File: src/include/csr_index_macros.svh
// ----------------------------------------------------------
// CSR index engine widths and sizes
//   index, address and granularity shift widths
//   request queue depth and stall threshold
//   initial output credits
// ----------------------------------------------------------

`ifndef CSR_INDEX_MACROS_SVH
`define CSR_INDEX_MACROS_SVH

// Datapath widths
`define CSR_INDEX_W 32
`define CSR_ADDR_W 32
`define CSR_SHIFT_W 5

// Request queue sizing
`define CSR_QUEUE_DEPTH 8
// Generator holds its index at this fill level
`define CSR_QUEUE_AFULL 6

// Requests the engine may have in flight toward memory
`define CSR_CREDITS 4

`endif

File: src/csr_index_pkg.sv
// ----------------------------------------------------------
// CSR index engine types
//   vector typedefs for index, address and shift
//   configuration beat, job parameters, read request
//   control FSM states
// ----------------------------------------------------------

`include "csr_index_macros.svh"

package csr_index_pkg;

    typedef logic [`CSR_INDEX_W-1:0] index_t;
    typedef logic [`CSR_ADDR_W-1:0]  addr_t;
    typedef logic [`CSR_SHIFT_W-1:0] shift_t;

    // Field tag carried by each configuration beat
    typedef enum logic [2:0] {
        FIELD_DIRECTION = 3'd0,
        FIELD_START     = 3'd1,
        FIELD_END       = 3'd2,
        FIELD_BASE      = 3'd3,
        FIELD_SHIFT     = 3'd4
    } config_field_e;

    // For FIELD_DIRECTION, data[0] set selects decrement
    typedef struct packed {
        logic          valid;
        config_field_e field;
        logic [31:0]   data;
    } config_word_t;

    typedef struct packed {
        logic   decrement;
        index_t index_start;
        index_t index_end;
        addr_t  base;
        shift_t shift;
    } engine_config_t;

    typedef struct packed {
        logic   valid;
        addr_t  addr;
        index_t index;
    } mem_request_t;

    typedef enum logic [1:0] {
        IDLE,
        LOAD,
        BUSY,
        DONE
    } engine_state_e;

endpackage

File: src/csr_index_config.sv
// ----------------------------------------------------------
// Configuration capture
//   one register per job field, written by tagged beats
//   presence mask, cleared when the controller takes a job
// ----------------------------------------------------------

`timescale 1ns/1ps

module csr_index_config
    import csr_index_pkg::*;
(
    input  logic           ap_clk,
    input  logic           areset_engine_csr_index,
    input  config_word_t   config_in,
    input  logic           take,
    output engine_config_t cfg,
    output logic           config_ready
);

    logic [4:0] field_present;
    logic [4:0] beat_hit;

    // Which field the current beat writes, none for unknown tags
    always_comb begin
        beat_hit = 5'b0;
        if (config_in.valid) begin
            case (config_in.field)
                FIELD_DIRECTION: beat_hit[0] = 1'b1;
                FIELD_START:     beat_hit[1] = 1'b1;
                FIELD_END:       beat_hit[2] = 1'b1;
                FIELD_BASE:      beat_hit[3] = 1'b1;
                FIELD_SHIFT:     beat_hit[4] = 1'b1;
                default:         beat_hit = 5'b0;
            endcase
        end
    end

    // ------------------------------------------------------
    // Presence tracking
    // ------------------------------------------------------
    // A beat landing with take counts toward the next job
    always_ff @(posedge ap_clk) begin
        if (areset_engine_csr_index) begin
            field_present <= 5'b0;
        end else if (take) begin
            field_present <= beat_hit;
        end else begin
            field_present <= field_present | beat_hit;
        end
    end

    assign config_ready = &field_present;

    // ------------------------------------------------------
    // Field registers, last write wins
    // ------------------------------------------------------
    always_ff @(posedge ap_clk) begin
        if (beat_hit[0]) cfg.decrement   <= config_in.data[0];
        if (beat_hit[1]) cfg.index_start <= config_in.data[$bits(index_t)-1:0];
        if (beat_hit[2]) cfg.index_end   <= config_in.data[$bits(index_t)-1:0];
        if (beat_hit[3]) cfg.base        <= config_in.data[$bits(addr_t)-1:0];
        if (beat_hit[4]) cfg.shift       <= config_in.data[$bits(shift_t)-1:0];
    end

endmodule

File: src/csr_index_generator.sv
// ----------------------------------------------------------
// Request generator
//   latches one job on load
//   walks the index range up or down, one step per cycle
//   forms address = base + (index << shift)
// ----------------------------------------------------------

`timescale 1ns/1ps

module csr_index_generator
    import csr_index_pkg::*;
(
    input  logic           ap_clk,
    input  logic           areset_engine_csr_index,
    input  logic           load,
    input  engine_config_t cfg,
    input  logic           stall,
    output mem_request_t   request,
    output logic           finished
);

    logic   active;
    logic   decrement_q;
    index_t index_q;
    index_t index_end_q;
    addr_t  base_q;
    shift_t shift_q;

    index_t index_next;
    logic   range_open;
    logic   more_after_step;
    logic   issue;

    // Empty or inverted ranges never become active
    assign range_open = cfg.decrement ? (cfg.index_start > cfg.index_end)
                                      : (cfg.index_start < cfg.index_end);

    assign index_next = decrement_q ? index_q - 1'b1 : index_q + 1'b1;

    assign more_after_step = decrement_q ? (index_next > index_end_q)
                                         : (index_next < index_end_q);

    // Hold the current index while the queue is near full
    assign issue = active & ~stall;

    // ------------------------------------------------------
    // Range state
    // ------------------------------------------------------
    always_ff @(posedge ap_clk) begin
        if (areset_engine_csr_index) begin
            active <= 1'b0;
        end else if (load) begin
            active <= range_open;
        end else if (issue) begin
            active <= more_after_step;
        end
    end

    always_ff @(posedge ap_clk) begin
        if (load) begin
            decrement_q <= cfg.decrement;
            index_q     <= cfg.index_start;
            index_end_q <= cfg.index_end;
            base_q      <= cfg.base;
            shift_q     <= cfg.shift;
        end else if (issue) begin
            index_q <= index_next;
        end
    end

    // ------------------------------------------------------
    // Request toward the queue
    // ------------------------------------------------------
    always_comb begin
        request.valid = issue;
        request.addr  = base_q + (addr_t'(index_q) << shift_q);
        request.index = index_q;
    end

    assign finished = ~active;

endmodule

File: src/csr_index_request_queue.sv
// ----------------------------------------------------------
// Request queue
//   circular FIFO with fill count and almost-full flag
//   credit counter gating issue to the memory side
// ----------------------------------------------------------

`timescale 1ns/1ps
`include "csr_index_macros.svh"

module csr_index_request_queue
    import csr_index_pkg::*;
(
    input  logic         ap_clk,
    input  logic         areset_engine_csr_index,
    input  mem_request_t push,
    output logic         almost_full,
    output logic         empty,
    output mem_request_t request_out,
    input  logic         credit_return
);

    localparam int PTR_W    = $clog2(`CSR_QUEUE_DEPTH);
    localparam int COUNT_W  = $clog2(`CSR_QUEUE_DEPTH + 1);
    localparam int CREDIT_W = $clog2(`CSR_CREDITS + 1);

    addr_t  mem_addr  [`CSR_QUEUE_DEPTH];
    index_t mem_index [`CSR_QUEUE_DEPTH];

    logic [PTR_W-1:0]    wr_ptr;
    logic [PTR_W-1:0]    rd_ptr;
    logic [COUNT_W-1:0]  count;
    logic [CREDIT_W-1:0] credits;
    logic                pop;
    logic                out_valid;
    addr_t               out_addr;
    index_t              out_index;

    // Issue needs both a queued entry and a credit
    assign pop         = (count != '0) && (credits != '0);
    assign empty       = (count == '0);
    assign almost_full = (count >= COUNT_W'(`CSR_QUEUE_AFULL));

    always_ff @(posedge ap_clk) begin
        if (areset_engine_csr_index) begin
            wr_ptr    <= '0;
            rd_ptr    <= '0;
            count     <= '0;
            credits   <= CREDIT_W'(`CSR_CREDITS);
            out_valid <= 1'b0;
        end else begin
            if (push.valid) wr_ptr <= wr_ptr + 1'b1;
            if (pop) rd_ptr <= rd_ptr + 1'b1;
            case ({push.valid, pop})
                2'b10:   count <= count + 1'b1;
                2'b01:   count <= count - 1'b1;
                default: count <= count;
            endcase
            case ({credit_return, pop})
                2'b10:   credits <= credits + 1'b1;
                2'b01:   credits <= credits - 1'b1;
                default: credits <= credits;
            endcase
            out_valid <= pop;
        end
    end

    // Storage and output payload
    always_ff @(posedge ap_clk) begin
        if (push.valid) begin
            mem_addr[wr_ptr]  <= push.addr;
            mem_index[wr_ptr] <= push.index;
        end
        if (pop) begin
            out_addr  <= mem_addr[rd_ptr];
            out_index <= mem_index[rd_ptr];
        end
    end

    always_comb begin
        request_out.valid = out_valid;
        request_out.addr  = out_addr;
        request_out.index = out_index;
    end

endmodule

File: src/csr_index_control.sv
// ----------------------------------------------------------
// Job controller
//   IDLE -> LOAD -> BUSY -> DONE state machine
//   registered take and done pulses
// ----------------------------------------------------------

`timescale 1ns/1ps

module csr_index_control
    import csr_index_pkg::*;
(
    input  logic ap_clk,
    input  logic areset_engine_csr_index,
    input  logic start,
    input  logic config_ready,
    input  logic finished,
    input  logic queue_empty,
    output logic take,
    output logic done
);

    engine_state_e state;
    engine_state_e next_state;

    // ------------------------------------------------------
    // State register
    // ------------------------------------------------------
    always_ff @(posedge ap_clk) begin
        if (areset_engine_csr_index) begin
            state <= IDLE;
        end else begin
            state <= next_state;
        end
    end

    // ------------------------------------------------------
    // Next state
    // ------------------------------------------------------
    always_comb begin
        next_state = state;
        case (state)
            IDLE: begin
                // Start is only looked at here
                if (start && config_ready && finished) begin
                    next_state = LOAD;
                end
            end
            LOAD: begin
                next_state = BUSY;
            end
            BUSY: begin
                // Generator drained and last request has left
                if (finished && queue_empty) begin
                    next_state = DONE;
                end
            end
            DONE: begin
                next_state = IDLE;
            end
            default: begin
                next_state = IDLE;
            end
        endcase
    end

    // Outputs line up with the LOAD and DONE cycles
    always_ff @(posedge ap_clk) begin
        if (areset_engine_csr_index) begin
            take <= 1'b0;
            done <= 1'b0;
        end else begin
            take <= (next_state == LOAD);
            done <= (next_state == DONE);
        end
    end

endmodule

File: src/csr_index_engine.sv
// ----------------------------------------------------------
// CSR index request engine, top level
//   configuration capture -> generator -> request queue
//   job controller alongside
// ----------------------------------------------------------

`timescale 1ns/1ps

module csr_index_engine
    import csr_index_pkg::*;
(
    input  logic         ap_clk,
    input  logic         areset_engine_csr_index,
    input  config_word_t config_in,
    input  logic         start,
    output mem_request_t request_out,
    input  logic         credit_return,
    output logic         done
);

    engine_config_t cfg;
    logic           config_ready;
    logic           take;
    mem_request_t   gen_request;
    logic           finished;
    logic           almost_full;
    logic           queue_empty;

    csr_index_config i_config (
        .ap_clk                  (ap_clk),
        .areset_engine_csr_index (areset_engine_csr_index),
        .config_in               (config_in),
        .take                    (take),
        .cfg                     (cfg),
        .config_ready            (config_ready)
    );

    csr_index_generator i_generator (
        .ap_clk                  (ap_clk),
        .areset_engine_csr_index (areset_engine_csr_index),
        .load                    (take),
        .cfg                     (cfg),
        .stall                   (almost_full),
        .request                 (gen_request),
        .finished                (finished)
    );

    csr_index_request_queue i_queue (
        .ap_clk                  (ap_clk),
        .areset_engine_csr_index (areset_engine_csr_index),
        .push                    (gen_request),
        .almost_full             (almost_full),
        .empty                   (queue_empty),
        .request_out             (request_out),
        .credit_return           (credit_return)
    );

    csr_index_control i_control (
        .ap_clk                  (ap_clk),
        .areset_engine_csr_index (areset_engine_csr_index),
        .start                   (start),
        .config_ready            (config_ready),
        .finished                (finished),
        .queue_empty             (queue_empty),
        .take                    (take),
        .done                    (done)
    );

endmodule

File: config.mk
export PLATFORM = sky130hd
export DESIGN_NAME = csr_index_engine
export DESIGN_NICKNAME = d
export VERILOG_FILES = /design/src/csr_index_pkg.sv /design/src/csr_index_config.sv /design/src/csr_index_generator.sv /design/src/csr_index_request_queue.sv /design/src/csr_index_control.sv /design/src/csr_index_engine.sv
export VERILOG_INCLUDE_DIRS = /design/src /design/src/include
export SDC_FILE = /design/constraint.sdc
export NUM_CORES = 1
export LEC_CHECK = 0
export ABC_AREA = 1
export BUFFER_PORTS_ARGS = -buffer_cell sky130_fd_sc_hd__buf_2
export CAP_MARGIN = 25
export CELL_PAD_IN_SITES_DETAIL_PLACEMENT = 0
export CELL_PAD_IN_SITES_GLOBAL_PLACEMENT = 1
export CORE_ASPECT_RATIO = 0.7
export CORE_MARGIN = 1.5
export CORE_UTILIZATION = 40
export CTS_BUF_LIST = sky130_fd_sc_hd__clkbuf_8 sky130_fd_sc_hd__clkbuf_16
export DETAILED_ROUTE_END_ITERATION = 7
export PLACE_DENSITY = 0.72
export SETUP_SLACK_MARGIN = 0.1
export SLEW_MARGIN = 10
export SYNTH_ARGS = -nofsm -noshare
export SYNTH_HDL_FRONTEND = slang
export SYNTH_SLANG_ARGS = --single-unit
File: constraint.sdc
create_clock -name ap_clk -period 9 [get_ports ap_clk]
set_input_delay 0.45 -clock ap_clk [delete_from_list [all_inputs] [get_ports ap_clk]]
set_output_delay 0.45 -clock ap_clk [all_outputs]
set_load 0.01 [all_outputs]
Yosys cells after proc, flatten, opt, wreduce, memory -nomap -nowiden
Memories as Yosys holds them, arrays and structs flattened. A register that Yosys moved wholly into a read port is not among the register bits.
Index checks and enable logic that the tools add are counted.
{"block": "totals", "elab_cells": 88, "ff_bits": 228, "in_bits": 40, "n_memories": 2, "mem_bits_rw": 512}
{"memory": "i_queue.mem_addr", "words": 8, "width": 32, "rd": 1, "rd_clocked_by_memory_dff": 1, "write_ports": 1, "line": "csr_index_request_queue.sv:26", "source": "addr_t mem_addr [`CSR_QUEUE_DEPTH];"}
{"memory": "i_queue.mem_index", "words": 8, "width": 32, "rd": 1, "rd_clocked_by_memory_dff": 1, "write_ports": 1, "line": "csr_index_request_queue.sv:27", "source": "index_t mem_index [`CSR_QUEUE_DEPTH];"}
{"block": "op_classes", "order_cmp": 5, "mux": 21, "n_bitwise": 4, "reduce_logical": 13, "eq_ne": 13, "addsub": 9, "n_shift": 1}
{"op": "$mux W32", "n": 3}
{"op": "$gt A32 B32 Y1", "n": 2}
{"op": "$lt A32 B32 Y1", "n": 2}
{"op": "$add A32 B1 Y32 const B", "n": 1}
{"op": "$add A32 B32 Y32", "n": 1}
{"op": "$shl A32 B5 Y32", "n": 1}
{"op": "$sub A32 B1 Y32 const B", "n": 1}
{"op": "$mux W1", "n": 11}
{"op": "$eq A2 B2 Y1 const B", "n": 5}
{"op": "$mux W5", "n": 2}
{"op": "$add A3 B1 Y3 const B", "n": 3}
{"op": "$eq A2 B1 Y1 const B", "n": 4}
{"op": "$pmux W2 S4", "n": 1}
{"op": "$pmux W4 S2", "n": 1}
{"op": "$eq A3 B2 Y1 const B", "n": 2}
{"op": "$pmux W3 S2", "n": 1}
{"op": "$reduce_bool A2 Y1", "n": 3}
{"op": "$or A5 B5 Y5", "n": 1}
{"op": "$reduce_and A5 Y1", "n": 1}
{"op": "$add A4 B1 Y4 const B", "n": 1}
{"op": "$ge A4 B3 Y1 const B", "n": 1}
{"op": "$logic_and A1 B1 Y1", "n": 4}
{"op": "$logic_not A4 Y1", "n": 1}
{"op": "$mux W2", "n": 2}
{"op": "10 further kinds", "n": 11}

Logic depth before layout (Yosys ltp)
{"block": "logic_depth", "word_depth": 6, "mapped_depth": 24}

By module
A second synthesis with hierarchy kept.
{"block": "hier_totals", "cells_unflattened": 3240, "area_unflattened_um2": 36687.7}
{"mod": "csr_index_request_queue", "instances": 1, "area_per_inst_um2": 22570.4, "cells_per_inst": 1612, "seq_area_each_um2": 17576.9}
{"mod": "csr_index_generator", "instances": 1, "area_per_inst_um2": 10623.9, "cells_per_inst": 1463, "seq_area_each_um2": 3083.0}
{"mod": "csr_index_config", "instances": 1, "area_per_inst_um2": 3313.2, "cells_per_inst": 142, "seq_area_each_um2": 3163.0}
{"mod": "csr_index_control", "instances": 1, "area_per_inst_um2": 180.2, "cells_per_inst": 23, "seq_area_each_um2": 80.1}

Worst setup path after synthesis
Ideal clock, no wire load.
{"block": "synth_path", "path_type": "reg-to-reg", "start": "reg i_queue.count[3]", "end": "mem i_queue.mem_addr[0][0] in the netlist's numbering, enable pin", "path_buffers": 0, "t_required_ns": 8.514, "t_arrival_ns": 3.476, "setup_time_ns": 0.486, "stages_incl_launch_ff": 6, "synth_period_minus_slack_ns": 3.963, "path_slack_ns": 5.037, "path_cell_list": "dfxtp_1 -> inv_1 -> nand3_1 -> inv_1 -> nand2_1 -> nor2_1"}
{"block": "synth_between", "elab_chain_cells": 5}
{"item": "start: declaration", "line": "csr_index_request_queue.sv:31", "source": "logic [COUNT_W-1:0] count;"}
{"item": "start signal: assignment", "line": "csr_index_request_queue.sv:54", "source": "2'b10: count <= count + 1'b1;"}
{"item": "start signal: assignment", "line": "csr_index_request_queue.sv:55", "source": "2'b01: count <= count - 1'b1;"}
{"item": "start signal: assignment", "line": "csr_index_request_queue.sv:56", "source": "default: count <= count;"}
{"item": "$ge A4 B3 Y1", "line": "csr_index_request_queue.sv:41", "source": "assign almost_full = (count >= COUNT_W'(`CSR_QUEUE_AFULL));"}
{"item": "$not A1 Y1", "line": "csr_index_generator.sv:44", "source": "assign issue = active & ~stall;"}
{"item": "$and A1 B1 Y1", "line": "csr_index_generator.sv:44"}
{"item": "$mux W1", "line": "csr_index_request_queue.sv:69", "source": "if (push.valid) begin"}
{"item": "$mux W1 (not written as such)", "line": "csr_index_request_queue.sv:70", "source": "mem_addr[wr_ptr] <= push.addr;"}
{"item": "end: declaration", "line": "csr_index_request_queue.sv:26"}
Every way passes these cells.

==> impl_metrics.tcl <==
set metrics [dict create \
    synth_warnings 0 \
    cp_common_cell "a21oi_1" \
    cts_buffers 77 \
    synth_top_area_frac 0.647 \
    synth_top_family_by_area "simple AND/OR/NAND/NOR gates" \
    fin_crit_ns 4.98 \
    multi_input_area_sq_um 11000 \
    synthMuxAreaShare 0.00194 \
    clock_latency_ns 0.65 \
    rsz0062_at_grt "no" \
    comb_power_share 0.378 \
    grt_pass1_wl_microns 139000 \
    start_util 0.403 \
    run_status "complete, no violations" \
    startpoint_type "register" \
    cp.required_ns 9.34 \
    power.switching_mw 5.85 \
    root_buffer "clkbuf_16" \
    syn-instance-count 3221 \
    synth_commonest_cells "edfxtp_1, nor2_1, nand2_1" \
    grt_max_degree 191 \
    ys_seq_area_frac 0.661 \
    cp.arrival_ns 5.33 \
    cp_cell_sequence "clkinv_1 -> nor2_1 -> a31oi_1 -> or2_2 -> o21ai_0 -> ha_1 -> a21o_1 -> a21oi_1 -> o221ai_1 -> a21oi_1 -> nand2_1 -> xor2_1" \
    synth_compound_area_frac 0.107 \
    synth_fa_ha_area_frac 0.0482 \
    drv_slew 0 \
    synth_edf_count 780 \
    htreeDepth 3 \
    cts_max_path_buffers 3 \
    fin_nets 3480 \
    p_sw_frac 0.399 \
    die_area_sq_um 92300 \
    postLayoutCoreUtil 0.450 \
    clock-sinks 804 \
    crit_type "register to register" \
    area_growth_pct 11.7 \
    drtIter0Drc 2277 \
    ant_nets 0 \
    gp_congestion 0.943 \
    synth_top_cell_by_area "edfxtp_1" \
    avgSynthCellArea_sq_um 11.2 \
    hold_violations 0 \
    place_inst 4393 \
    grtUsageTotal 0.200 \
    ys_ff_latch 804 \
    port_buffers 105 \
    critical_path.max_fanout 33 \
    finClkSkew_ns 0.0267 \
    seq_area_sq_um 23900 \
    grt.overflow.total 0 \
    dp_hpwl_microns 59500 \
    power_density_nw_per_um2 362 \
    hold_buffers 1 \
    finalPower_mw 14.6 \
    tritoncts "yes" \
    cts_setup_buffers 0 \
    final.setup.tns_ns 0 \
    rows 92 \
    cpMaxStageDelayCell "edfxtp_1" \
    hp-class "input pin to register" \
    fillers 8303 \
    clkPwrFrac 0.213 \
    synth-async-reset-ratio 0 \
    grt_pass1_vias 22100 \
    drc 0 \
    drt-wirelength-per-cell_microns 20.4 \
    final-instance-count-excl-fill 4540 \
    finalSetupViolCount 0 \
    ir_worst_vdd_mv 0.174 \
    core_area_sq_um 89800 \
    first_pass_iters 5 \
    max_freq_mhz 201 \
    pwr-share-seq 0.408 \
    synthFlopType "edfxtp_1" \
    die_w_microns 363 \
    path_clk_slew_ns 0.06 \
    antenna_found_initial 2 \
    fin_crit_sh 0.554 \
    ios 106 \
    die_y_microns 255 \
    syn_area_sq_um 36200 \
    vias 23800 \
    max_stage_delay_ns 0.97 \
    crit_path_end_kind "register" \
    leakage_nw 14.9 \
    drv_cap 0 \
    cts_resized 0 \
    cellInternalPower_mw 8.80 \
    synth_fp_nets 3398 \
    synth_most_common_cell "edfxtp_1" \
    yosys.area_share.xor_xnor 0.0130 \
    worst_pin_slew_ns 0.994 \
    synthSimpleGateAreaFrac 0.132 \
    drive_gt1_frac 0.0916 \
    whs_ns 0.0366 \
    synth_area_leaders "edfxtp_1, nor2_1, o21ai_0" \
    synth_cell_types 54 \
    finalWirelength_microns 92400 \
    vias_per_cell 5.25 \
    maxSlewHeadroom 0.333 \
]
## stage by stage
step	setup slack [ns]	cell area, sq um
after detailed placement	4.15	37900
after floorplan	5.04	36200
after global placement	4.25	37900
after CTS	4.12	40300
after global routing	3.55	40400
final	4.02	40400
## path summary, 6_finish.rpt
path,startpoint,to,slack [ns],cells after the start
max,i_generator.shift_q[2],i_queue.mem_addr[5][28],4.02,12
min,config_in[16],i_config.cfg[21],0.04,1
max reg2reg,i_generator.shift_q[2],i_queue.mem_addr[5][28],4.02,12
min reg2reg,i_config.cfg[30],i_generator.base_q[25],0.41,0
## kinds of logic (layout without fill, tap and decap cells)
logic type	count (synthesis)	count (layout)
other cells	0	2
mux	7	7
xor+xnor	52	52
buf+inv	334	476
simple gates	1184	1184
flops	804	804
compound gates	703	703
fa+ha+maj	137	137
## power by group through the flow
stage	logic, mW	registers (mW)	clock network [mW]
final	5.54	5.98	3.12
after global routing	6.27	6.04	3.35
after CTS	5.49	5.98	3.19
after detailed placement	5.46	6.06	0
after global placement	5.41	6.05	0
after floorplan	3.74	5.83	0
## per-layer routing
metal | GRT usage | wire length [microns] | up-vias
li1 | - | - | 11600
met1 | 0.315 | 46300 | 11400
met2 | 0.283 | 37700 | 698
met3 | 0.0393 | 6760 | 112
met4 | 0.0441 | 1470 | 2
met5 | 0.0108 | 140 | -
## flip-flops by register name, summed over array words and instances, names as in the netlist
signal and flops:
i_config.cfg 102, i_config.field_present 5, i_control.done 1, i_control.state 2, i_control.take 1, i_generator.active 1
i_generator.base_q 32, i_generator.decrement_q 1, i_generator.index_end_q 32, i_generator.index_q 32, i_generator.shift_q 5, i_queue.count 4
i_queue.credits 3, i_queue.mem_addr 256, i_queue.mem_index 256, i_queue.out_addr 32, i_queue.out_index 32, i_queue.out_valid 1
i_queue.rd_ptr 3, i_queue.wr_ptr 3
## layout make-up
type | instances | share of cell area
multi-input combinational | 2083 | 0.272
antenna | 2 | 0.000124
timing repair buffer | 138 | 0.0212
clock buffer | 79 | 0.0489
sequential | 804 | 0.592
tap | 1175 | 0.0364
clock inverter | 60 | 0.0109
inverter | 199 | 0.0188
## worst max-delay path, delay by kind of cell (launching register included)
| family | cells | cell delay [ns] |
|---|---|---|
| compound gates | 6 | 1.24 |
| xor+xnor | 1 | 0.53 |
| fa+ha+maj | 1 | 0.37 |
| buf+inv | 1 | 0.89 |
| flops | 1 | 0.97 |
| simple gates | 3 | 0.70 |
## placed cells by master (no fill, tap or decap), drive strengths merged, types with 19 or more instances in the layout
cell type,count
nand2,442
edfxtp,780
clkbuf,79
xor2,34
dfxtp,24
nor3,19
a31oi,71
o21ai,378
nand3,81
ha,133
o22ai,67
nand4,19
inv,219
buf,137
a21oi,141
clkinv,34
nor2,596
(Power assumes the default switching activity.)
